===== config.mk =====
export PLATFORM = sky130hd
export DESIGN_NAME = timer_unit_flat
export DESIGN_NICKNAME = d
export VERILOG_FILES = /design/src/verilog/gbc_io_pkg.sv /design/src/verilog/io_bus_if.sv /design/src/verilog/timer_unit.sv /design/src/flat_wrapper.sv
export SDC_FILE = /design/constraint.sdc
export NUM_CORES = 1
export LEC_CHECK = 0
export BUFFER_PORTS_ARGS = -buffer_cell sky130_fd_sc_hd__buf_2
export CAP_MARGIN = 30
export CORE_MARGIN = 2
export CORE_UTILIZATION = 59
export CTS_CLUSTER_DIAMETER = 60
export DETAILED_ROUTE_END_ITERATION = 8
export GPL_TIMING_DRIVEN = 1
export PLACE_DENSITY = 0.91
export SLEW_MARGIN = 10
export SYNTH_ARGS = -nofsm -noshare
export SYNTH_HDL_FRONTEND = slang
export SYNTH_SLANG_ARGS = --single-unit

===== constraint.sdc =====
create_clock -name clock_in -period 4.1 [get_ports clock_in]
set_input_delay 0.82 -clock clock_in [delete_from_list [all_inputs] [get_ports clock_in]]
set_output_delay 0.82 -clock clock_in [all_outputs]
set_load 0.1 [all_outputs]

===== src/verilog/gbc_io_pkg.sv =====
package gbc_io_pkg;

   // ======================================================================
   // Bus types
   // ======================================================================
   typedef logic [15:0] addr_t;
   typedef logic [7:0]  byte_t;
   typedef logic [4:0]  irq_vec_t;

   // ======================================================================
   // Address map
   // ======================================================================
   localparam addr_t WRAM_BASE      = 16'hC000;
   localparam int    WRAM_DEPTH     = 8192;
   localparam int    WRAM_ADDR_BITS = 13;

   // IO window, IE sits alone at the top of the map
   localparam addr_t IO_BASE = 16'hFF00;
   localparam addr_t IO_LAST = 16'hFF7F;

   // Register addresses
   localparam addr_t ADDR_SB   = 16'hFF01;
   localparam addr_t ADDR_SC   = 16'hFF02;
   localparam addr_t ADDR_DIV  = 16'hFF04;
   localparam addr_t ADDR_TIMA = 16'hFF05;
   localparam addr_t ADDR_TMA  = 16'hFF06;
   localparam addr_t ADDR_TAC  = 16'hFF07;
   localparam addr_t ADDR_IF   = 16'hFF0F;
   localparam addr_t ADDR_KEY1 = 16'hFF4D;
   localparam addr_t ADDR_RP   = 16'hFF56;
   localparam addr_t ADDR_IE   = 16'hFFFF;

   // Power-on values
   localparam byte_t RST_SC   = 8'h7C;
   localparam byte_t RST_SB   = 8'h00;
   localparam byte_t RST_KEY1 = 8'hFD;
   localparam byte_t RST_RP   = 8'h3E;
   localparam byte_t RST_TAC  = 8'hF8;

   // ======================================================================
   // Interrupt sources, bit positions in IF and IE
   // ======================================================================
   localparam int IRQ_VBLANK  = 0;
   localparam int IRQ_LCDSTAT = 1;
   localparam int IRQ_TIMER   = 2;
   localparam int IRQ_SERIAL  = 3;
   localparam int IRQ_JOYPAD  = 4;

   // Value seen on reads of unmapped regions
   localparam byte_t OPEN_BUS = 8'hFF;

endpackage


===== src/verilog/io_bus_if.sv =====
interface io_bus_if;
   import gbc_io_pkg::*;

   addr_t addr;
   byte_t wdata;
   // Active-low strobes, already gated to the IO region
   logic  we_l;
   logic  re_l;

   modport router (
      output addr,
      output wdata,
      output we_l,
      output re_l
   );

   modport target (
      input addr,
      input wdata,
      input we_l,
      input re_l
   );

endinterface


===== src/verilog/timer_unit.sv =====
module timer_unit (
   input  logic              clock_in,
   input  logic              synch_reset,
   io_bus_if.target          io,
   output gbc_io_pkg::byte_t rdata,
   output logic              timer_req
);
   import gbc_io_pkg::*;

   logic [15:0] sys_cnt;
   byte_t       tima;
   byte_t       tma;
   logic [2:0]  tac;
   logic [9:0]  step_mask;
   logic        step;
   logic        wr_div;
   logic        wr_tima;
   logic        wr_tma;
   logic        wr_tac;

   assign wr_div  = !io.we_l && (io.addr == ADDR_DIV);
   assign wr_tima = !io.we_l && (io.addr == ADDR_TIMA);
   assign wr_tma  = !io.we_l && (io.addr == ADDR_TMA);
   assign wr_tac  = !io.we_l && (io.addr == ADDR_TAC);

   // ======================================================================
   // TIMA step rate, TAC[1:0] picks 1024, 16, 64 or 256 clocks
   // ======================================================================
   always_comb begin
      case (tac[1:0])
         2'b00:   step_mask = 10'h3FF;
         2'b01:   step_mask = 10'h00F;
         2'b10:   step_mask = 10'h03F;
         default: step_mask = 10'h0FF;
      endcase
   end

   assign step = tac[2] && ((sys_cnt[9:0] & step_mask) == step_mask);

   always_ff @(posedge clock_in) begin
      if (synch_reset) begin
         sys_cnt   <= '0;
         tima      <= '0;
         tma       <= '0;
         tac       <= RST_TAC[2:0];
         timer_req <= 1'b0;
      end else begin
         timer_req <= 1'b0;

         if (wr_div)
            sys_cnt <= '0;
         else
            sys_cnt <= sys_cnt + 16'd1;

         if (wr_tac) begin
            tac <= io.wdata[2:0];
         end
         if (wr_tma) begin
            tma <= io.wdata;
         end

         // CPU write beats a step in the same cycle
         if (wr_tima) begin
            tima <= io.wdata;
         end else if (step && !wr_tma) begin
            if (tima == 8'hFF) begin
               tima      <= tma;
               timer_req <= 1'b1;
            end else begin
               tima <= tima + 8'd1;
            end
         end
      end
   end

   // Read mux, zero when another block owns the address
   always_comb begin
      rdata = '0;
      if (!io.re_l) begin
         case (io.addr)
            ADDR_DIV:  rdata = sys_cnt[15:8];
            ADDR_TIMA: rdata = tima;
            ADDR_TMA:  rdata = tma;
            ADDR_TAC:  rdata = {5'b11111, tac};
            default:   rdata = '0;
         endcase
      end
   end

   // Overflow request is a single-cycle pulse
   a_timer_req_pulse: assert property (
      @(posedge clock_in) disable iff (synch_reset) timer_req |=> !timer_req
   );

endmodule


===== src/flat_wrapper.sv =====
// flat-port wrapper written by rule: the top's interface ports become plain ports
module timer_unit_flat import gbc_io_pkg::*;
  (clock_in, synch_reset, rdata, timer_req, io_addr, io_wdata, io_we_l, io_re_l);
  io_bus_if io_i ();
  input  logic clock_in;
  input  logic synch_reset;
  output gbc_io_pkg::byte_t rdata;
  output logic timer_req;
  input wire logic [$bits(io_i.addr)-1:0] io_addr;
  input wire logic [$bits(io_i.wdata)-1:0] io_wdata;
  input wire logic [$bits(io_i.we_l)-1:0] io_we_l;
  input wire logic [$bits(io_i.re_l)-1:0] io_re_l;
  assign io_i.addr = io_addr;
  assign io_i.wdata = io_wdata;
  assign io_i.we_l = io_we_l;
  assign io_i.re_l = io_re_l;
  timer_unit u_core (.clock_in(clock_in), .synch_reset(synch_reset), .io(io_i), .rdata(rdata), .timer_req(timer_req));
endmodule

==> impl_results.md <==
* Top_reg_cell synth: dfxtp_1
* Setup TNS at 0 ns
* Final setup fails at 0
* DP Worst Slack at 0.746 ns
* Post-DP HPWL at 3.74 mm
* Routed wire length at 5.10 mm
* Routability congestion estimate at 0.886
* # hold bufs at CTS at 0
* Pwr Density at 278 nW/um2
* Initial core utilization at 0.615
* Sink Count at 36
* Synthesized cell area at 2050 um2
* Yosys warnings at 0
* H-tree depth at 2
* Total Die Area at 3960 um2
* Core ar. at 3340 um2
* Number of buffers created by CTS at 5
* Final min period at 3.35 ns
* EDFF count, synth at 0
* Max Cap Viol at 0
* Synth unique cells at 48
* Sequential area share after synthesis at 0.351
* Yosys reg bits at 36
* I/O Pins at 37
* First-pass GRT wire length at 8.56 mm
* Most Frequent Cell on Critical Path: buf_2
* Area Growth Syn to Fin at 13.2%
* GRT overflow at 0
* Antenna Cells at 0
* Syn Area/Cell at 8.58 um2
* Final hold vios at 0
* Worst Path Buf+Inv at 2
* CTS tree: built
* Synth async-reset ratio at 0
* Register Area at 721 um2
* Run status: finished, final reports clean
* Final critical-path share of the clock period at 0.816
* Final Skew at 0.00975 ns
* Slew @ Worst Pin at 0.695 ns
* RSZ-0062 raised after global routing: false
* Relative slew slack at 0.533
* GR Util All Layers at 0.280
* CP peak stage delay at 0.54 ns
* Syn Inst Count at 239
* Port Buffers at 36
* Vias in the first global route at 1,874
* Critical-path cell with the highest stage delay: or4b_4
* Cts repair resizes at 0
* Post-Layout Cell Count at 321
* Routed len/inst at 15.9 um
* Critical path launch point type: primary input
* Die W at 63.0 um
* CP endpoint kind: output pin
* Commonest non-fill, non-tap cell in the layout: nor2_1
* VDD IR max at 0.179 mV
* Dpl cell area at 2250 um2
* Fillers at 265
* Pin count of the biggest net entering global routing at 19
* Drt via density at 6.00
* Commonest non-fill, non-tap cells in the layout: 40 x nor2_1, 36 x buf_2, 36 x dfxtp_1
* Nets@finish at 306
* Via count at 1,927
* Vert. Die Dim at 63.0 um
* Crit-path max FO at 5
* Clock Pin Slew Worst Setup and Hold Paths at 0.10 ns
* CP required at 3.28 ns
* Iter 0 DRT Violations at 208
* Routed Antenna Nets at 0
* Pre-antenna DRT Iters at 4
* Layout Cell Area excl Fill at 2320 um2
* Critical setup path kind: primary input to output pin
* Area occupied by multi-input gates at 1240 um2
* PnR worst setup slack at 0.753 ns
* Arrival time at the worst endpoint at 2.53 ns
* Cell Chain, Critical Path: buf_2, or4b_4, nor3_1, nand2_1, nor2_1, buf_2
* Leak at 0.977 nW
* Ratio of cells with drive above 1 in the final layout at 0.211
* Bufs on Longest Clock Path at 2
* Worst-skew pair later-pin latency at 0.36 ns
* Max-slew violations at 0
* Dpl cells at 313
* DR DRC count at 0
* Min-Delay Path Class: flop to flop
* Row cnt at 21
* Syn nets at 271
* Max Clk Rate at 0.299 GHz
* Antenna violations before repair at 0
* Clk root buf: clkbuf_4
* Crit-path leading delay family: simple AND/OR/NAND/NOR gates
* Total setup buffers inserted after CTS at 0
## sequential cells by signal, summed over array words and instances, names as in the netlist
name,cells
u_core.timer_req,1
u_core.tac,3
u_core.tma,8
u_core.sys_cnt,16
u_core.tima,8
## final cells by class
class | instances | area share
Multi-Input combinational cell | 183 | 0.533
Clock buffer | 6 | 0.0178
Timing Repair Buffer | 37 | 0.0808
Clock inverter | 2 | 0.0151
Inverter | 11 | 0.0178
Tap cell | 46 | 0.0248
Sequential cell | 36 | 0.310
## per-stage QoR
| step | utilization | power, mW | hold slack (ns) |
|---|---|---|---|
| final | 0.696 | 0.645 | 0.467 |
| after global routing | 0.696 | 0.675 | 0.500 |
| after CTS | 0.696 | 0.650 | 0.466 |
| after detailed placement | 0.673 | 0.406 | 0.444 |
| after global placement | 0.673 | 0.404 | 0.430 |
| after floorplan | - | 0.385 | 0.418 |
## synthesized netlist by cell type, types with 2 or more instances
library cell  number  share of area
a21o_1             2         0.0073
a21oi_1            9          0.022
a221o_1            5          0.024
a311oi_1           2         0.0085
a31oi_1            3         0.0092
and3_1            12          0.037
and4_1             2         0.0085
buf_1              2         0.0037
buf_6              2          0.011
clkbuf_1           4         0.0073
dfxtp_1           36           0.35
ha_1               4          0.024
inv_1             11          0.020
mux2_2             2          0.011
mux2i_1           12          0.059
mux4_2             3          0.033
nand2_1           12          0.022
nand2b_1           2         0.0061
nand3_1            8          0.020
nand3b_1           2         0.0073
nand4_1            3         0.0092
nand4b_1           2         0.0085
nor2_1            40          0.073
nor3_1             7          0.017
o21ai_0            7          0.017
o22ai_1            6          0.018
or2_2              2         0.0061
or3_1              6          0.018
xnor2_1            9          0.038
xor2_1             4          0.017
## power breakdown
group | switching (mW) | internal [mW] | total [mW] | leakage [nW]
clock network | 0.118 | 0.128 | 0.246 | 0.0422
logic | 0.0264 | 0.0191 | 0.0455 | 0.644
registers | 0.00184 | 0.352 | 0.354 | 0.290
total | 0.147 | 0.499 | 0.645 | 0.977
## worst paths after layout
check / start / end / slack (ns) / depth (start not counted)
hold / removal: u_core.sys_cnt[0]$_SDFF_PP0_ / u_core.sys_cnt[0]$_SDFF_PP0_ / 0.47 / 1
hold reg to reg: u_core.sys_cnt[0]$_SDFF_PP0_ / u_core.sys_cnt[0]$_SDFF_PP0_ / 0.47 / 1
setup / recovery: io_addr[3] / rdata[7] / 0.75 / 6
setup reg to reg: u_core.sys_cnt[0]$_SDFF_PP0_ / u_core.tima[5]$_SDFFE_PP0P_ / 1.85 / 6
## per-layer routing
| metal | vias up | global-route usage | part of all wire |
|---|---|---|---|
| met3 | 13 | 0.0595 | 0.071 |
| met1 | 883 | 0.336 | 0.44 |
| li1 | 940 | - | - |
| met4 | 0 | 0.153 | 0.028 |
| met2 | 91 | 0.464 | 0.46 |
| met5 | - | 0 | 0 |
## cell families after synthesis
family                   count (synthesis)  synth area share
XOR/XNOR                                13            0.0555
adder cells (fa/ha/maj)                  4            0.0244
AND/OR/NAND/NOR                        106             0.272
multiplexers                            17             0.103
buffers and inverters                   20            0.0445
flip-flops                              36             0.351
AO/OA/AOI/OAI                           43             0.150
(Power assumes the default switching activity.)
