`config.mk`:
```
export PLATFORM = sky130hd
export DESIGN_NAME = misc_io_regs_flat
export DESIGN_NICKNAME = d
export VERILOG_FILES = /design/src/verilog/gbc_io_pkg.sv /design/src/verilog/io_bus_if.sv /design/src/verilog/misc_io_regs.sv /design/src/flat_wrapper.sv
export SDC_FILE = /design/constraint.sdc
export NUM_CORES = 1
export LEC_CHECK = 0
export ABC_AREA = 1
export ABC_CLOCK_PERIOD_IN_PS = 3700
export BUFFER_PORTS_ARGS = -buffer_cell sky130_fd_sc_hd__buf_2
export CORE_AREA = 2 2 73 75
export DETAILED_ROUTE_END_ITERATION = 6
export DIE_AREA = 0 0 75 77
export GPL_ROUTABILITY_DRIVEN = 0
export PLACE_DENSITY_LB_ADDON = 0.15
export SYNTH_ARGS = -nofsm -noshare
export SYNTH_HDL_FRONTEND = slang
export SYNTH_SLANG_ARGS = --single-unit
```
`constraint.sdc`:
```
create_clock -name clock_in -period 3.7 [get_ports clock_in]
set_input_delay 0.74 -clock clock_in [delete_from_list [all_inputs] [get_ports clock_in]]
set_output_delay 0.74 -clock clock_in [all_outputs]
set_load 0.01 [all_outputs]
```
`src/verilog/gbc_io_pkg.sv`:
```
package gbc_io_pkg;

   // ======================================================================
   // Bus types
   // ======================================================================
   typedef logic [15:0] addr_t;
   typedef logic [7:0]  byte_t;
   typedef logic [4:0]  irq_vec_t;

   // ======================================================================
   // Address map
   // ======================================================================
   localparam addr_t WRAM_BASE      = 16'hC000;
   localparam int    WRAM_DEPTH     = 8192;
   localparam int    WRAM_ADDR_BITS = 13;

   // IO window, IE sits alone at the top of the map
   localparam addr_t IO_BASE = 16'hFF00;
   localparam addr_t IO_LAST = 16'hFF7F;

   // Register addresses
   localparam addr_t ADDR_SB   = 16'hFF01;
   localparam addr_t ADDR_SC   = 16'hFF02;
   localparam addr_t ADDR_DIV  = 16'hFF04;
   localparam addr_t ADDR_TIMA = 16'hFF05;
   localparam addr_t ADDR_TMA  = 16'hFF06;
   localparam addr_t ADDR_TAC  = 16'hFF07;
   localparam addr_t ADDR_IF   = 16'hFF0F;
   localparam addr_t ADDR_KEY1 = 16'hFF4D;
   localparam addr_t ADDR_RP   = 16'hFF56;
   localparam addr_t ADDR_IE   = 16'hFFFF;

   // Power-on values
   localparam byte_t RST_SC   = 8'h7C;
   localparam byte_t RST_SB   = 8'h00;
   localparam byte_t RST_KEY1 = 8'hFD;
   localparam byte_t RST_RP   = 8'h3E;
   localparam byte_t RST_TAC  = 8'hF8;

   // ======================================================================
   // Interrupt sources, bit positions in IF and IE
   // ======================================================================
   localparam int IRQ_VBLANK  = 0;
   localparam int IRQ_LCDSTAT = 1;
   localparam int IRQ_TIMER   = 2;
   localparam int IRQ_SERIAL  = 3;
   localparam int IRQ_JOYPAD  = 4;

   // Value seen on reads of unmapped regions
   localparam byte_t OPEN_BUS = 8'hFF;

endpackage

```
`src/verilog/io_bus_if.sv`:
```
interface io_bus_if;
   import gbc_io_pkg::*;

   addr_t addr;
   byte_t wdata;
   // Active-low strobes, already gated to the IO region
   logic  we_l;
   logic  re_l;

   modport router (
      output addr,
      output wdata,
      output we_l,
      output re_l
   );

   modport target (
      input addr,
      input wdata,
      input we_l,
      input re_l
   );

endinterface

```
`src/verilog/misc_io_regs.sv`:
```
module misc_io_regs (
   input  logic              clock_in,
   input  logic              synch_reset,
   io_bus_if.target          io,
   output gbc_io_pkg::byte_t rdata
);
   import gbc_io_pkg::*;

   localparam int NUM_REGS = 4;

   // Serial control, serial data, infrared port, speed switch
   localparam addr_t REG_ADDR [NUM_REGS] = '{ADDR_SC, ADDR_SB, ADDR_RP, ADDR_KEY1};
   localparam byte_t REG_RST  [NUM_REGS] = '{RST_SC, RST_SB, RST_RP, RST_KEY1};

   byte_t regs [NUM_REGS];

   always_ff @(posedge clock_in) begin
      for (int i = 0; i < NUM_REGS; i++) begin
         if (synch_reset)
            regs[i] <= REG_RST[i];
         else if (!io.we_l && (io.addr == REG_ADDR[i]))
            regs[i] <= io.wdata;
      end
   end

   always_comb begin
      rdata = '0;
      for (int i = 0; i < NUM_REGS; i++) begin
         if (!io.re_l && (io.addr == REG_ADDR[i])) begin
            rdata = regs[i];
         end
      end
   end

endmodule

```
`src/flat_wrapper.sv`:
```
// flat-port wrapper written by rule: the top's interface ports become plain ports
module misc_io_regs_flat import gbc_io_pkg::*;
  (clock_in, synch_reset, rdata, io_addr, io_wdata, io_we_l, io_re_l);
  io_bus_if io_i ();
  input  logic clock_in;
  input  logic synch_reset;
  output gbc_io_pkg::byte_t rdata;
  input wire logic [$bits(io_i.addr)-1:0] io_addr;
  input wire logic [$bits(io_i.wdata)-1:0] io_wdata;
  input wire logic [$bits(io_i.we_l)-1:0] io_we_l;
  input wire logic [$bits(io_i.re_l)-1:0] io_re_l;
  assign io_i.addr = io_addr;
  assign io_i.wdata = io_wdata;
  assign io_i.we_l = io_we_l;
  assign io_i.re_l = io_re_l;
  misc_io_regs u_core (.clock_in(clock_in), .synch_reset(synch_reset), .io(io_i), .rdata(rdata));
endmodule
```
==> results of run 1 <==
## final timing paths
kind,start,cells after the start,endpoint
worst min-delay path,io_wdata[3],3,u_core.regs[3][3]$_SDFFCE_PN1P_
worst max-delay path,io_addr[7],13,rdata[7]
## logic make-up after synthesis
kind of cell           Yosys count
and+or+nand+nor                129
buffers and inverters           37
DFF                             32
AOI/OAI and AO/OA                9
## cells in the mapped netlist
library cell,n,area [sq um]
clkbuf_1,1,3.75
clkinv_1,1,3.75
edfxtp_1,32,961
inv_1,35,131
nand2_1,61,229
nand2_4,1,11.3
nand3_1,11,55.1
nand4_1,10,62.6
nor2_1,41,154
nor2_2,1,6.26
nor2_4,1,11.3
nor3_1,2,10.0
nor4_4,1,21.3
o21ai_0,9,45.0
## routing by layer
| layer | vias up | global-route usage, % | part of all wire, % |
|---|---|---|---|
| met2 | 50 | 25.6 | 48 |
| met1 | 640 | 19.3 | 43 |
| met5 | - | 0 | 0 |
| met4 | 0 | 6.61 | 2.4 |
| met3 | 9 | 3.68 | 6.5 |
| li1 | 750 | - | - |
## final cells by class
class                   count  area, sq um  share of cell area [%]
flip-flops and latches     32          961                    46.7
multi-input cells         138          606                    29.4
repair buffers             37          190                    9.23
inverters                  36          135                    6.56
well taps                  70         87.6                    4.25
clock buffers               7         76.3                    3.71
clock inverters             1         3.75                   0.182
## critical path: cells and delay by family
kind          cells  cell delay [ps]
buf+inv           4              560
simple gates      9              930
## power by group through the flow
| stage | registers, mW | clock network (mW) | logic (mW) |
|---|---|---|---|
| after floorplan | 0.426 | 0 | 0.0219 |
| after global placement | 0.427 | 0 | 0.0487 |
| after detailed placement | 0.428 | 0 | 0.0488 |
| after CTS | 0.420 | 0.256 | 0.0491 |
| after global routing | 0.422 | 0.273 | 0.0541 |
| final | 0.420 | 0.252 | 0.0482 |
## metrics by stage
stage | hold slack, ps | setup slack (ps) | util, %
after floorplan | 917 | 1270 | -
after global placement | 1070 | 743 | 39.8
after detailed placement | 1080 | 721 | 39.8
after CTS | 785 | 719 | 41.4
after global routing | 797 | 474 | 41.4
final | 788 | 723 | 41.4
==> qor.csv, run 1 <==
stage,metric,value,unit
setup_path,WP data arrival,2240,ps
logic_synthesis,largest family of logic cells by synthesized area,simple AND/OR/NAND/NOR gates,
drt,ANT nets after route,0,
sta,final setup vio count,0,
clock_network,CTS tree,yes,
clock_network,Root Driver,clkbuf_8,
logic_synthesis,Post-Syn Instances,207,
final_layout,"commonest non-fill, non-tap cell in the layout",nand2_1,
floorplanning,# IOs,36,
drt,Vias,1449,
logic_synthesis,Ys Warns,0,
power,Comb pwr share,6.7,%
placement,Final HPWL DP,3030,um
logic_synthesis,area share of and/or/nand/nor cells after synthesis,32.9,%
sta,fin crit share,80.5,%
setup_path,crit path max fanout,9,
setup_path,crit-path max cell delay,290,ps
worst_hold_path,min-delay worst type,primary input to flop,
final_layout,biggest regs,u_core.regs: 32 flops,
sta,"Hold Violations, Final",0,
final_layout,"Design Area, Final",2060,sq um
setup_path,Startpoint Class,primary input,
logic_synthesis,Synth Area in Adders,0,%
power,Switching Share,21.9,%
sta,max-slew violation count,0,
global_route,total track usage,15.6,%
sta,minimum clock period,2980,ps
flow_run,Max-Cap Viols,0,
drt,DRT iter0 DRCs,73,
power,P_sw,0.158,mW
sta,slew margin rel.,52.3,%
clock_network,Clock H-tree levels,2,
setup_path,critical path required time,2960,ps
clock_network,number of CTS-inserted buffers,5,
power,LEAKAGE,0.952,nW
floorplanning,width of the die,75,um
floorplanning,initial core utilization,34.3,%
drt,DR pass1 iterations,4,
placement,placed insts,313,
floorplanning,die area,5780,sq um
logic_synthesis,Yosys cell types,14,
final_layout,Post-Layout Cell Count,321,
final_layout,# diodes,0,
placement,PortBufs,35,
power,Peak supply drop,250,uV
sta,total negative slack,0,ps
logic_synthesis,syn_nets,235,
clock_network,setup repair bufs after CTS,0,
logic_synthesis,Mapped Avg Cell Area,8.24,sq um
clock_network,post-CTS sizing,0,
drt,DR WL/cell,13.0,um
global_route,vias in the first global route,1389,
final_layout,fill count,524,
clock_network,CTS Hold Bufs,0,
setup_path,Slowest cell on crit path,inv_1,
status,run status,"complete, no violations",
setup_path,crit-path cells,buf_2 -> inv_1 -> nand2_1 -> nor2_1 -> nand2_1 -> nor2_1 -> nand2_1 -> inv_1 -> nor2_1 -> nand2_1 -> nand2_1 -> nand2_1 -> buf_2,
floorplanning,num rows,26,
logic_synthesis,register area share after synthesis,56.3,%
drt,DRT Wirelength,4180,um
clock_network,Clock Pin Slew Worst Setup and Hold Paths,60,ps
global_route,initial antenna violation count,0,
setup_path,Crit Path Category,primary input to primary output,
final_layout,layout cell share with drive strength beyond 1,18.3,%
sta,RSZ-0062 raised after global routing,false,
clock_network,clock sink count,32,
power,Reg power frac,58.3,%
logic_synthesis,Compound-Gate Fraction of Synth Area,2.64,%
final_layout,"commonest cells after routing, fill and taps aside","61 x nand2_1, 41 x nor2_1, 35 x inv_1, 35 x buf_2, 32 x edfxtp_1",
floorplanning,core region area,4980,sq um
final_layout,most flop-heavy register,u_core.regs,
drt,DRC,0,
logic_synthesis,"FF+latch count, synth",32,
power,Tot Pwr,0.720,mW
global_route,total global routing overflow,0,
logic_synthesis,post-synthesis mux area share,0,%
setup_path,"Top cell by count, worst path",nand2_1,
power,clock group share of total power,35.0,%
floorplanning,Die Ht,77,um
logic_synthesis,synthesized area,1710,sq um
logic_synthesis,post-synthesis xor/xnor area fraction,0,%
setup_path,crit path capture type,primary output,
sta,worst-margin pin slew,710,ps
placement,placed cell area,1980,sq um
clock_network,clock buffer depth,2,
final_layout,area grow syn2layout,20.8,%
final_layout,nets@finish,278,
sta,Max Fclk,336,MHz
global_route,first-pass GRT wire length,6510,um
global_route,largest net degree at the start of global routing,14,
power,PD cells,350,nW/um^2
final_layout,max reg flops,32,
power,Int Power,0.562,mW
drt,vias per cell,4.51,
Power figures use the tool's default switching activity.
==> run 2: changes to the inputs <==
ABC_CLOCK_PERIOD_IN_PS = 3090   (was 3700)
clock period = 3.09 ns   (was 3.7 ns; I/O delays follow)
==> qor.csv, run 2 (same netlist as run 1, synthesis figures left out) <==
stage,metric,value,unit
status,run status,"complete, no violations",
floorplanning,die area,5780,sq um
global_route,vias in the first global route,1329,
clock_network,clock buffer depth,2,
sta,fin crit share,86.7,%
floorplanning,Die Ht,77,um
setup_path,critical path required time,2470,ps
final_layout,"Design Area, Final",2070,sq um
final_layout,layout cell share with drive strength beyond 1,18.7,%
power,LEAKAGE,0.958,nW
sta,max-slew violation count,0,
drt,DR pass1 iterations,4,
drt,DRC,0,
drt,DRT iter0 DRCs,45,
clock_network,Clock H-tree levels,2,
floorplanning,initial core utilization,34.3,%
global_route,total track usage,15.0,%
drt,DRT Wirelength,4060,um
final_layout,max reg flops,32,
floorplanning,num rows,26,
clock_network,Root Driver,clkbuf_8,
sta,hold_ws,661,ps
global_route,initial antenna violation count,0,
final_layout,"commonest non-fill, non-tap cell in the layout",nand2_1,
sta,"Hold Violations, Final",0,
setup_path,Startpoint Class,primary input,
floorplanning,width of the die,75,um
global_route,total global routing overflow,0,
placement,placed cell area,1990,sq um
setup_path,WP data arrival,2060,ps
final_layout,most flop-heavy register,u_core.regs,
clock_network,CTS Hold Bufs,0,
placement,PortBufs,35,
placement,Final HPWL DP,3020,um
power,PD cells,415,nW/um^2
clock_network,CTS tree,yes,
clock_network,number of CTS-inserted buffers,5,
clock_network,setup repair bufs after CTS,0,
drt,DR WL/cell,12.6,um
sta,minimum clock period,2680,ps
flow_run,Max-Cap Viols,0,
final_layout,area grow syn2layout,21.2,%
final_layout,"commonest cells after routing, fill and taps aside","61 x nand2_1, 41 x nor2_1, 35 x inv_1, 35 x buf_2, 32 x edfxtp_1",
drt,ANT nets after route,0,
sta,final setup vio count,0,
sta,Max Fclk,373,MHz
final_layout,nets@finish,279,
floorplanning,# IOs,36,
final_layout,Post-Layout Cell Count,322,
setup_path,crit path max fanout,9,
placement,placed insts,314,
clock_network,post-CTS sizing,0,
global_route,first-pass GRT wire length,6250,um
setup_path,Crit Path Category,primary input to primary output,
final_layout,biggest regs,u_core.regs: 32 flops,
setup_path,crit path capture type,primary output,
drt,Vias,1423,
clock_network,Clock Pin Slew Worst Setup and Hold Paths,60,ps
sta,total negative slack,0,ps
final_layout,# diodes,0,
power,Tot Pwr,0.858,mW
drt,vias per cell,4.42,
power,Peak supply drop,219,uV
clock_network,clock sink count,32,
sta,RSZ-0062 raised after global routing,false,
global_route,largest net degree at the start of global routing,12,
sta,worst-margin pin slew,438,ps
sta,slew margin rel.,70.7,%
floorplanning,core region area,4980,sq um
worst_hold_path,min-delay worst type,primary input to flop,
[run 2: cell types whose count changed in the layout (fill, tap and decap cells not counted), sizes merged]
| cell | delta |
|---|---|
| buf | +1 |
[run 2: worst paths after layout]
kind / from / end / slack, ps / depth (start not counted)
max: io_addr[7] / rdata[6] / 410 / 13
min: io_wdata[4] / u_core.regs[0][4]$_SDFFCE_PN1P_ / 660 / 3
[run 2: stage by stage]
step,setup WS [ps],utilization [%]
2_1_floorplan,854,-
3_3_place_gp,411,39.9
3_5_place_dp,391,39.9
4_1_cts,391,41.5
5_1_grt,109,41.5
6_report,411,41.5
[run 2: layer usage]
metal / wire (um) / global-route usage [%] / share of wire [%]
met1: 1770 / 17.7 / 44
met2: 1920 / 24.5 / 47
met3: 203 / 3.55 / 5.0
met4: 172 / 8.39 / 4.2
met5: 0 / 0 / 0
[run 2: power breakdown]
part           leakage (nW)  internal, mW  switching [mW]
clock                0.0399         0.156           0.141
sequential            0.314         0.498         0.00507
combinational         0.604        0.0191          0.0387
total                 0.958         0.673           0.185
[run 2: worst max-delay path: stages]
cell and delay, ps:
buf_2 100, inv_1 40, nand2_1 110, nor2_1 130
nand2_1 60, nor2_1 130, nand2_1 200, inv_1 270
nor2_1 80, nand2_1 90, nand2_1 60, nand2_1 50
buf_2 120
[run 2: area by class of cell]
cell class,instances,area [sq um]
clock buffer,7,76.3
clock inverter,1,3.75
fill,525,2910
inverter,36,135
multi-input combinational,138,606
sequential,32,961
tap,70,87.6
timing repair buffer,38,198
