**src/verilog/gbc_io_pkg.sv**
```systemverilog
package gbc_io_pkg;

   // ======================================================================
   // Bus types
   // ======================================================================
   typedef logic [15:0] addr_t;
   typedef logic [7:0]  byte_t;
   typedef logic [4:0]  irq_vec_t;

   // ======================================================================
   // Address map
   // ======================================================================
   localparam addr_t WRAM_BASE      = 16'hC000;
   localparam int    WRAM_DEPTH     = 8192;
   localparam int    WRAM_ADDR_BITS = 13;

   // IO window, IE sits alone at the top of the map
   localparam addr_t IO_BASE = 16'hFF00;
   localparam addr_t IO_LAST = 16'hFF7F;

   // Register addresses
   localparam addr_t ADDR_SB   = 16'hFF01;
   localparam addr_t ADDR_SC   = 16'hFF02;
   localparam addr_t ADDR_DIV  = 16'hFF04;
   localparam addr_t ADDR_TIMA = 16'hFF05;
   localparam addr_t ADDR_TMA  = 16'hFF06;
   localparam addr_t ADDR_TAC  = 16'hFF07;
   localparam addr_t ADDR_IF   = 16'hFF0F;
   localparam addr_t ADDR_KEY1 = 16'hFF4D;
   localparam addr_t ADDR_RP   = 16'hFF56;
   localparam addr_t ADDR_IE   = 16'hFFFF;

   // Power-on values
   localparam byte_t RST_SC   = 8'h7C;
   localparam byte_t RST_SB   = 8'h00;
   localparam byte_t RST_KEY1 = 8'hFD;
   localparam byte_t RST_RP   = 8'h3E;
   localparam byte_t RST_TAC  = 8'hF8;

   // ======================================================================
   // Interrupt sources, bit positions in IF and IE
   // ======================================================================
   localparam int IRQ_VBLANK  = 0;
   localparam int IRQ_LCDSTAT = 1;
   localparam int IRQ_TIMER   = 2;
   localparam int IRQ_SERIAL  = 3;
   localparam int IRQ_JOYPAD  = 4;

   // Value seen on reads of unmapped regions
   localparam byte_t OPEN_BUS = 8'hFF;

endpackage

```
**src/verilog/io_bus_if.sv**
```systemverilog
interface io_bus_if;
   import gbc_io_pkg::*;

   addr_t addr;
   byte_t wdata;
   // Active-low strobes, already gated to the IO region
   logic  we_l;
   logic  re_l;

   modport router (
      output addr,
      output wdata,
      output we_l,
      output re_l
   );

   modport target (
      input addr,
      input wdata,
      input we_l,
      input re_l
   );

endinterface

```
**src/verilog/interrupt_unit.sv**
```systemverilog
module interrupt_unit (
   input  logic                 clock_in,
   input  logic                 synch_reset,
   io_bus_if.target             io,
   input  gbc_io_pkg::irq_vec_t req,
   output gbc_io_pkg::byte_t    rdata,
   output logic                 irq_pending
);
   import gbc_io_pkg::*;

   irq_vec_t if_q;
   irq_vec_t ie_q;
   logic     wr_if;
   logic     wr_ie;

   assign wr_if = !io.we_l && (io.addr == ADDR_IF);
   assign wr_ie = !io.we_l && (io.addr == ADDR_IE);

   // ======================================================================
   // Flag and enable registers
   // ======================================================================
   always_ff @(posedge clock_in) begin
      if (synch_reset) begin
         if_q <= '0;
         ie_q <= '0;
      end else begin
         // CPU ack by writing IF, new requests are never lost
         if (wr_if)
            if_q <= io.wdata[4:0] | req;
         else
            if_q <= if_q | req;

         if (wr_ie) begin
            ie_q <= io.wdata[4:0];
         end
      end
   end

   assign irq_pending = |(if_q & ie_q);

   always_comb begin
      rdata = '0;
      if (!io.re_l) begin
         if (io.addr == ADDR_IF)
            rdata = {3'b111, if_q};
         else if (io.addr == ADDR_IE)
            rdata = {3'b000, ie_q};
      end
   end

   // Pending only rises after a new request or a write to IF or IE
   a_pending_has_cause: assert property (
      @(posedge clock_in) disable iff (synch_reset)
         $rose(irq_pending) |-> $past((req != '0) || wr_if || wr_ie)
   );

endmodule

```
**src/flat_wrapper.sv**
```systemverilog
// flat-port wrapper written by rule: the top's interface ports become plain ports
module interrupt_unit_flat import gbc_io_pkg::*;
  (clock_in, synch_reset, req, rdata, irq_pending, io_addr, io_wdata, io_we_l, io_re_l);
  io_bus_if io_i ();
  input  logic clock_in;
  input  logic synch_reset;
  input  gbc_io_pkg::irq_vec_t req;
  output gbc_io_pkg::byte_t rdata;
  output logic irq_pending;
  input wire logic [$bits(io_i.addr)-1:0] io_addr;
  input wire logic [$bits(io_i.wdata)-1:0] io_wdata;
  input wire logic [$bits(io_i.we_l)-1:0] io_we_l;
  input wire logic [$bits(io_i.re_l)-1:0] io_re_l;
  assign io_i.addr = io_addr;
  assign io_i.wdata = io_wdata;
  assign io_i.we_l = io_we_l;
  assign io_i.re_l = io_re_l;
  interrupt_unit u_core (.clock_in(clock_in), .synch_reset(synch_reset), .io(io_i), .req(req), .rdata(rdata), .irq_pending(irq_pending));
endmodule
```
**config.mk**
```make
export PLATFORM = sky130hd
export DESIGN_NAME = interrupt_unit_flat
export DESIGN_NICKNAME = d
export VERILOG_FILES = /design/src/verilog/gbc_io_pkg.sv /design/src/verilog/io_bus_if.sv /design/src/verilog/interrupt_unit.sv /design/src/flat_wrapper.sv
export SDC_FILE = /design/constraint.sdc
export NUM_CORES = 1
export LEC_CHECK = 0
export ABC_AREA = 1
export BUFFER_PORTS_ARGS = -buffer_cell sky130_fd_sc_hd__buf_2
export CORE_MARGIN = 1.5
export CORE_UTILIZATION = 42
export DETAILED_ROUTE_END_ITERATION = 6
export GPL_ROUTABILITY_DRIVEN = 0
export PLACE_DENSITY = 0.81
export REMOVE_ABC_BUFFERS = 1
export SYNTH_ARGS = -nofsm -noshare
export SYNTH_HDL_FRONTEND = slang
export SYNTH_SLANG_ARGS = --single-unit
```
**constraint.sdc**
```tcl
create_clock -name clock_in -period 1.4 [get_ports clock_in]
set_clock_uncertainty 0.05 [all_clocks]
set_input_delay 0.07 -clock clock_in [delete_from_list [all_inputs] [get_ports clock_in]]
set_output_delay 0.07 -clock clock_in [all_outputs]
set_load 0.005 [all_outputs]
```
==> results of run 1 <==
==> per-layer routing <==
layer / routed length, um / track usage (%) / vias up
li1: - / - / 459
met2: 924 / 35.9 / 31
met1: 691 / 22.4 / 384
met5: 0 / 0 / -
met3: 102 / 6.12 / 2
met4: 21 / 7.27 / 0
==> worst max-delay path, cell delays in order <==
cell     delay, ps
buf_2          110
nor2_2         110
nand2_2         70
nor2_4         140
inv_4           70
nor3_4         290
nand2_1         90
o21ai_0         70
buf_2          130
==> flip-flops by register name (all words and copies together), names as in the netlist <==
name,cells
u_core.ie_q,5
u_core.if_q,5
==> cells by family (layout without fill, tap and decap cells) <==
logic type | count (synthesis) | count (layout) | synth area share (%)
simple gates | 70 | 70 | 46.1
buf+inv | 30 | 72 | 18.1
compound gates | 11 | 11 | 8.12
flops | 10 | 10 | 27.6
==> final cells by class <==
cell class | instances | area, um^2 | share of cell area (%)
multi-input cells | 81 | 395 | 40.9
well taps | 16 | 20.0 | 2.07
repair buffers | 43 | 228 | 23.6
inverters | 26 | 100 | 10.4
flip-flops and latches | 10 | 200 | 20.7
clock buffers | 3 | 22.5 | 2.33
==> how the worst min path moves through the flow <==
stage,to,slack [ps],depth (start not counted)
5_1_grt,u_core.if_q[3],50,5
6_report,u_core.if_q[0],30,5
3_3_place_gp,u_core.if_q[1],300,5
2_1_floorplan,rdata[5],130,1
4_1_cts,u_core.if_q[0],30,5
3_5_place_dp,u_core.if_q[0],300,5
==> where the power goes <==
group	leakage, uW	total [uW]	switching, uW	internal (uW)
clock	0.0000138	188	89.4	98.9
combinational	0.000474	100	50.8	49.2
sequential	0.0000822	306	10.5	295
==> cells in the final DEF (no fill, tap or decap) <==
master	Yosys	routed
or2_1	1	1
a21oi_1	5	5
nand3_1	11	11
o21ai_0	4	4
clkinv_1	1	1
buf_4	2	5
buf_2	1	38
inv_2	1	1
o21ai_1	1	1
nor2_1	5	5
nand4_1	6	6
inv_4	1	1
nand2_1	39	38
inv_1	23	23
dfxtp_1	10	10
nor2_4	2	2
clkbuf_4	0	3
nand2_2	2	3
nor2_2	3	3
a221oi_1	1	1
nor3_4	1	1
==> timing repair <==
action | 4_1_cts | 5_1_grt
resized for setup | 0 | 1
setup buffers | 0 | 2
endpoints found under the setup margin | 0 | 2
==> metrics by stage <==
step	util, %	hold slack (ps)	power, uW
floorplan	-	131	353
global placement	59.4	296	405
detailed placement	59.4	300	409
CTS	60.8	27.0	598
global route	62.0	45.6	637
finish	62.0	31.5	594
==> results.sh, run 1 <==
export IMPL_critPathLaunchType="input port"
export IMPL_synth_avg_cell_area_um2=5.99
export IMPL_violations="design-rule violations"
export IMPL_cts_path_max_buffers=2
export IMPL_yosysWarnings=0
export IMPL_rows=14
export IMPL_drc_errors=3
export IMPL_clock_root_buffer="clkbuf_4"
export IMPL_crit_path_end_kind="output port"
export IMPL_synth_edf_count=0
export IMPL_io_buffers=38
export IMPL_worstReg2RegEnd="u_core.if_q[3]"
export IMPL_start_util_pct=46.5
export IMPL_r2r_cells=4
export IMPL_synthArstFlopShare_pct=0
export IMPL_stdcell_count=179
export IMPL_synth_main_ff_cell="dfxtp_1"
export IMPL_cts_sinks=10
export IMPL_r2r_start="u_core.if_q[3]"
export IMPL_max_freq_ghz=0.782
export IMPL_min_from="req[0]"
export IMPL_syn_cell_area_um2=724
export IMPL_max_cap_violations=0
export IMPL_ioPinCount=42
export IMPL_core_area_mm2=0.00156
export IMPL_die_w_um=44.5
export IMPL_ys_types=21
export IMPL_worst_ep_arrival_time_ps=1160
export IMPL_period_minus_slack_ps=1280
export IMPL_crit_type="input port to output port"
export IMPL_num_vias=876
export IMPL_final_area_um2=966
export IMPL_nNetsFinal=198
export IMPL_drive_above_1_share_pct=35.0
export IMPL_crit_fanout=8
export IMPL_area_growth_pct=33.3
export IMPL_viasPerCell=4.89
export IMPL_antenna_cells=0
export IMPL_min_period_over_period_pct=91.3
export IMPL_dieArea_mm2=0.00198
export IMPL_finalWirelength_um=1740
export IMPL_ys_ff_latch=10
export IMPL_die_h_um=44.5
export IMPL_worst_pin_slew_ps=294
export IMPL_drt_initial_drc_count=21
export IMPL_grt_overflow_total=0
export IMPL_htreeDepth=1
export IMPL_grt_pass1_vias=754
export IMPL_clk_pin_slew_worst_paths_ps=60
export IMPL_track_usage_pct=20.2
export IMPL_insertion_delay_ps=260
export IMPL_synthTopCellsByArea="dfxtp_1, nand2_1, inv_1"
export IMPL_post_synth_top_count_cell="nand2_1"
export IMPL_grt_setup_unrepaired="no"
export IMPL_cp_startpoint="io_addr[7]"
export IMPL_fillerInstances=149
export IMPL_fin_ws_ps=122
export IMPL_dp_cells=174
export IMPL_slew_violations=0
export IMPL_postCtsHoldBufs=0
export IMPL_antenna_left=0
export IMPL_place_ws_ps=116
export IMPL_hp_class="input port to flip-flop"
export IMPL_crit_required_ps=1280
export IMPL_fin_tns_setup_ps=0
export IMPL_cts_buffers_inserted=3
export IMPL_synth_top_area_cell="dfxtp_1"
export IMPL_p_leak_uw=0.000570
export IMPL_slew_headroom_pct=80.3
export IMPL_final_hold_viol_count=0
export IMPL_outcome="finished with violations"
export IMPL_syn_inst=121
export IMPL_antenna_found_initial=0
export IMPL_crit_end="rdata[3]"
export IMPL_seq_area_frac_synth_pct=27.6
export IMPL_wire_per_inst_um=9.72
export IMPL_ff2ff_setup_slack_ps=680
export IMPL_grt_max_degree=14
export IMPL_ir_drop_uv=565
export IMPL_place_area_um2=926
export IMPL_grt_pass1_wl_um=2950
export IMPL_dpl_hpwl_um=1400
export IMPL_powerDensity_mw_per_mm2=615
export IMPL_setup_viol=0
export IMPL_cts_tree="built"
export IMPL_synth_top_cell_area_share_pct=27.6
export IMPL_synthTopCellsByCount="nand2_1, inv_1, nand3_1"
export IMPL_drt_pass1_iter_count=6
Note: power is estimated with default switching activity, not from simulation.
==> inputs of run 2 (changes only) <==
Settings changed: CORE_ASPECT_RATIO set to 0.9.
==> run 2 against run 1 <==
Effect of this change:
- the flow now finishes without violations
- core utilization decreased by 3.8 points
- non-clock buffer count shrank 2
- worst hold slack gained 5.8 ps
- combinational power about the same
- register-to-register slack is essentially flat
- global-route usage down 1.2 points
- cell area shrank 0.78%
- setup slack improved by 18 ps
- wire length decreased by 0.75%
- clock power about the same
- via count shrank 2.1%
- fmax rose by 1.5%
- largest cell class unchanged
- largest power group unchanged
==> results.sh, run 2 (synthesized netlist as in run 1, its figures left out) <==
export IMPL_outcome="finished, final reports clean"
export IMPL_cp_startpoint="io_addr[7]"
export IMPL_grt_pass1_vias=738
export IMPL_critPathSlowestCell="nor3_4"
export IMPL_worstReg2RegEnd="u_core.if_q[2]"
export IMPL_cts_path_max_buffers=2
export IMPL_slew_headroom_pct=81.4
export IMPL_grt_overflow_total=0
export IMPL_io_buffers=38
export IMPL_min_period_over_period_pct=90.0
export IMPL_postCtsHoldBufs=0
export IMPL_finalWirelength_um=1730
export IMPL_place_ws_ps=116
export IMPL_worst_pin_slew_ps=278
export IMPL_fillerInstances=185
export IMPL_slew_violations=0
export IMPL_seqPwrFrac_pct=51.8
export IMPL_mostFrequentLayoutCells="nand2_1, buf_2, inv_1"
export IMPL_antenna_left=0
export IMPL_drc_errors=0
export IMPL_crit_fanout=8
export IMPL_crit_type="input port to output port"
export IMPL_drive_above_1_share_pct=33.5
export IMPL_seq_area_um2=200
export IMPL_layout_commonest_cell="nand2_1"
export IMPL_setup_viol=0
export IMPL_clk_pin_slew_worst_paths_ps=60
export IMPL_grt_max_degree=15
export IMPL_ff2ff_setup_slack_ps=670
export IMPL_antenna_cells=0
export IMPL_die_w_um=46.8
export IMPL_crit_end="rdata[2]"
export IMPL_core_area_mm2=0.00165
export IMPL_rows=14
export IMPL_powerDensity_mw_per_mm2=615
export IMPL_p_int_uw=442
export IMPL_grt_pass1_wl_um=2820
export IMPL_combPwrFrac_pct=16.8
export IMPL_nNetsFinal=196
export IMPL_clkPwrFrac_pct=31.4
export IMPL_top_regs="u_core.ie_q: 5 flops, u_core.if_q: 5 flops"
export IMPL_ioPinCount=42
export IMPL_htreeDepth=1
export IMPL_cts_repair_resized=0
export IMPL_hp_class="input port to flip-flop"
export IMPL_start_util_pct=44.0
export IMPL_crit_required_ps=1280
export IMPL_switchingPower_uw=147
export IMPL_viasPerCell=4.64
export IMPL_drt_pass1_iter_count=4
export IMPL_wire_per_inst_um=9.33
export IMPL_p_sw_share_pct=25.0
export IMPL_postCtsSetupBuffers=0
export IMPL_slowest_delay_ps=280
export IMPL_dieArea_mm2=0.00198
export IMPL_critPathLaunchType="input port"
export IMPL_worst_ep_arrival_time_ps=1140
export IMPL_cts_tree="built"
export IMPL_max_cap_violations=0
export IMPL_period_minus_slack_ps=1260
export IMPL_fin_tns_setup_ps=0
export IMPL_r2r_start="u_core.if_q[2]"
export IMPL_ir_drop_uv=453
export IMPL_dpl_hpwl_um=1410
export IMPL_antenna_found_initial=0
export IMPL_die_h_um=42.4
export IMPL_clock_root_buffer="clkbuf_4"
export IMPL_max_freq_ghz=0.794
export IMPL_num_vias=858
export IMPL_area_growth_pct=32.3
export IMPL_worst_path_most_repeated_cell="buf_2"
export IMPL_cts_buffers_inserted=3
export IMPL_insertion_delay_ps=260
export IMPL_final_hold_viol_count=0
export IMPL_multiInputGateArea_um2=393
export IMPL_drt_initial_drc_count=22
export IMPL_track_usage_pct=19.0
export IMPL_r2r_cells=4
export IMPL_p_leak_uw=0.000556
export IMPL_cts_sinks=10
export IMPL_grt_setup_unrepaired="no"
export IMPL_worstPathCellList="buf_2, nor2_2, nand2_2, nor2_4, inv_4, nor3_4, nand2_1, o21ai_0, buf_2"
export IMPL_fin_ws_ps=140
export IMPL_crit_path_end_kind="output port"
## run 2: cell types whose count changed in the layout (fill, tap and decap cells not counted), sizes merged
cell  previous run  this run
buf             43        41
## run 2: metal layers
metal / wire length (um) / GRT usage (%) / share of wire (%)
met1: 708 / 21.2 / 41
met2: 928 / 33.7 / 54
met3: 77 / 6.90 / 4.5
met4: 10 / 3.33 / 0.58
met5: 0 / 0 / 0
## run 2: how the worst min path moves through the flow
stage             from              to  slack, ps  cells after the start
2_1_floorplan  io_re_l        rdata[5]        130                      1
3_3_place_gp    req[4]  u_core.if_q[4]        300                      5
3_5_place_dp    req[3]  u_core.if_q[3]        300                      5
4_1_cts         req[3]  u_core.if_q[3]         30                      5
5_1_grt         req[0]  u_core.if_q[0]         40                      5
6_report        req[3]  u_core.if_q[3]         40                      5
## run 2: layout make-up
type | count | share of cell area (%)
Multi-Input combinational cell | 81 | 41.0
Inverter | 26 | 10.4
Tap cell | 24 | 3.13
Clock buffer | 3 | 2.35
Sequential cell | 10 | 20.9
Timing Repair Buffer | 41 | 22.2
## run 2: power by group through the flow
stage	combinational, uW	sequential (uW)	clock (uW)
floorplan	45.9	307	0
global placement	95.5	310	0
detailed placement	98.5	311	0
CTS	99.4	305	195
global route	113	307	205
finish	99.0	305	185
## run 2: critical path: cells and delay by family
kind            cells  cell delay, ps
compound gates      1              80
buf+inv             3             300
simple gates        5             700
## run 2: per-stage QoR
stage | util (%) | hold WS (ps) | instances | total power [uW] | cell area (um^2)
4_1_cts | 58.2 | 28.9 | 185 | 599 | 958
3_3_place_gp | 56.8 | 296 | 182 | 406 | 936
2_1_floorplan | - | 131 | 117 | 353 | 693
5_1_grt | 58.2 | 43.3 | 185 | 625 | 958
6_report | 58.2 | 37.3 | 185 | 590 | 958
3_5_place_dp | 56.8 | 300 | 182 | 409 | 936
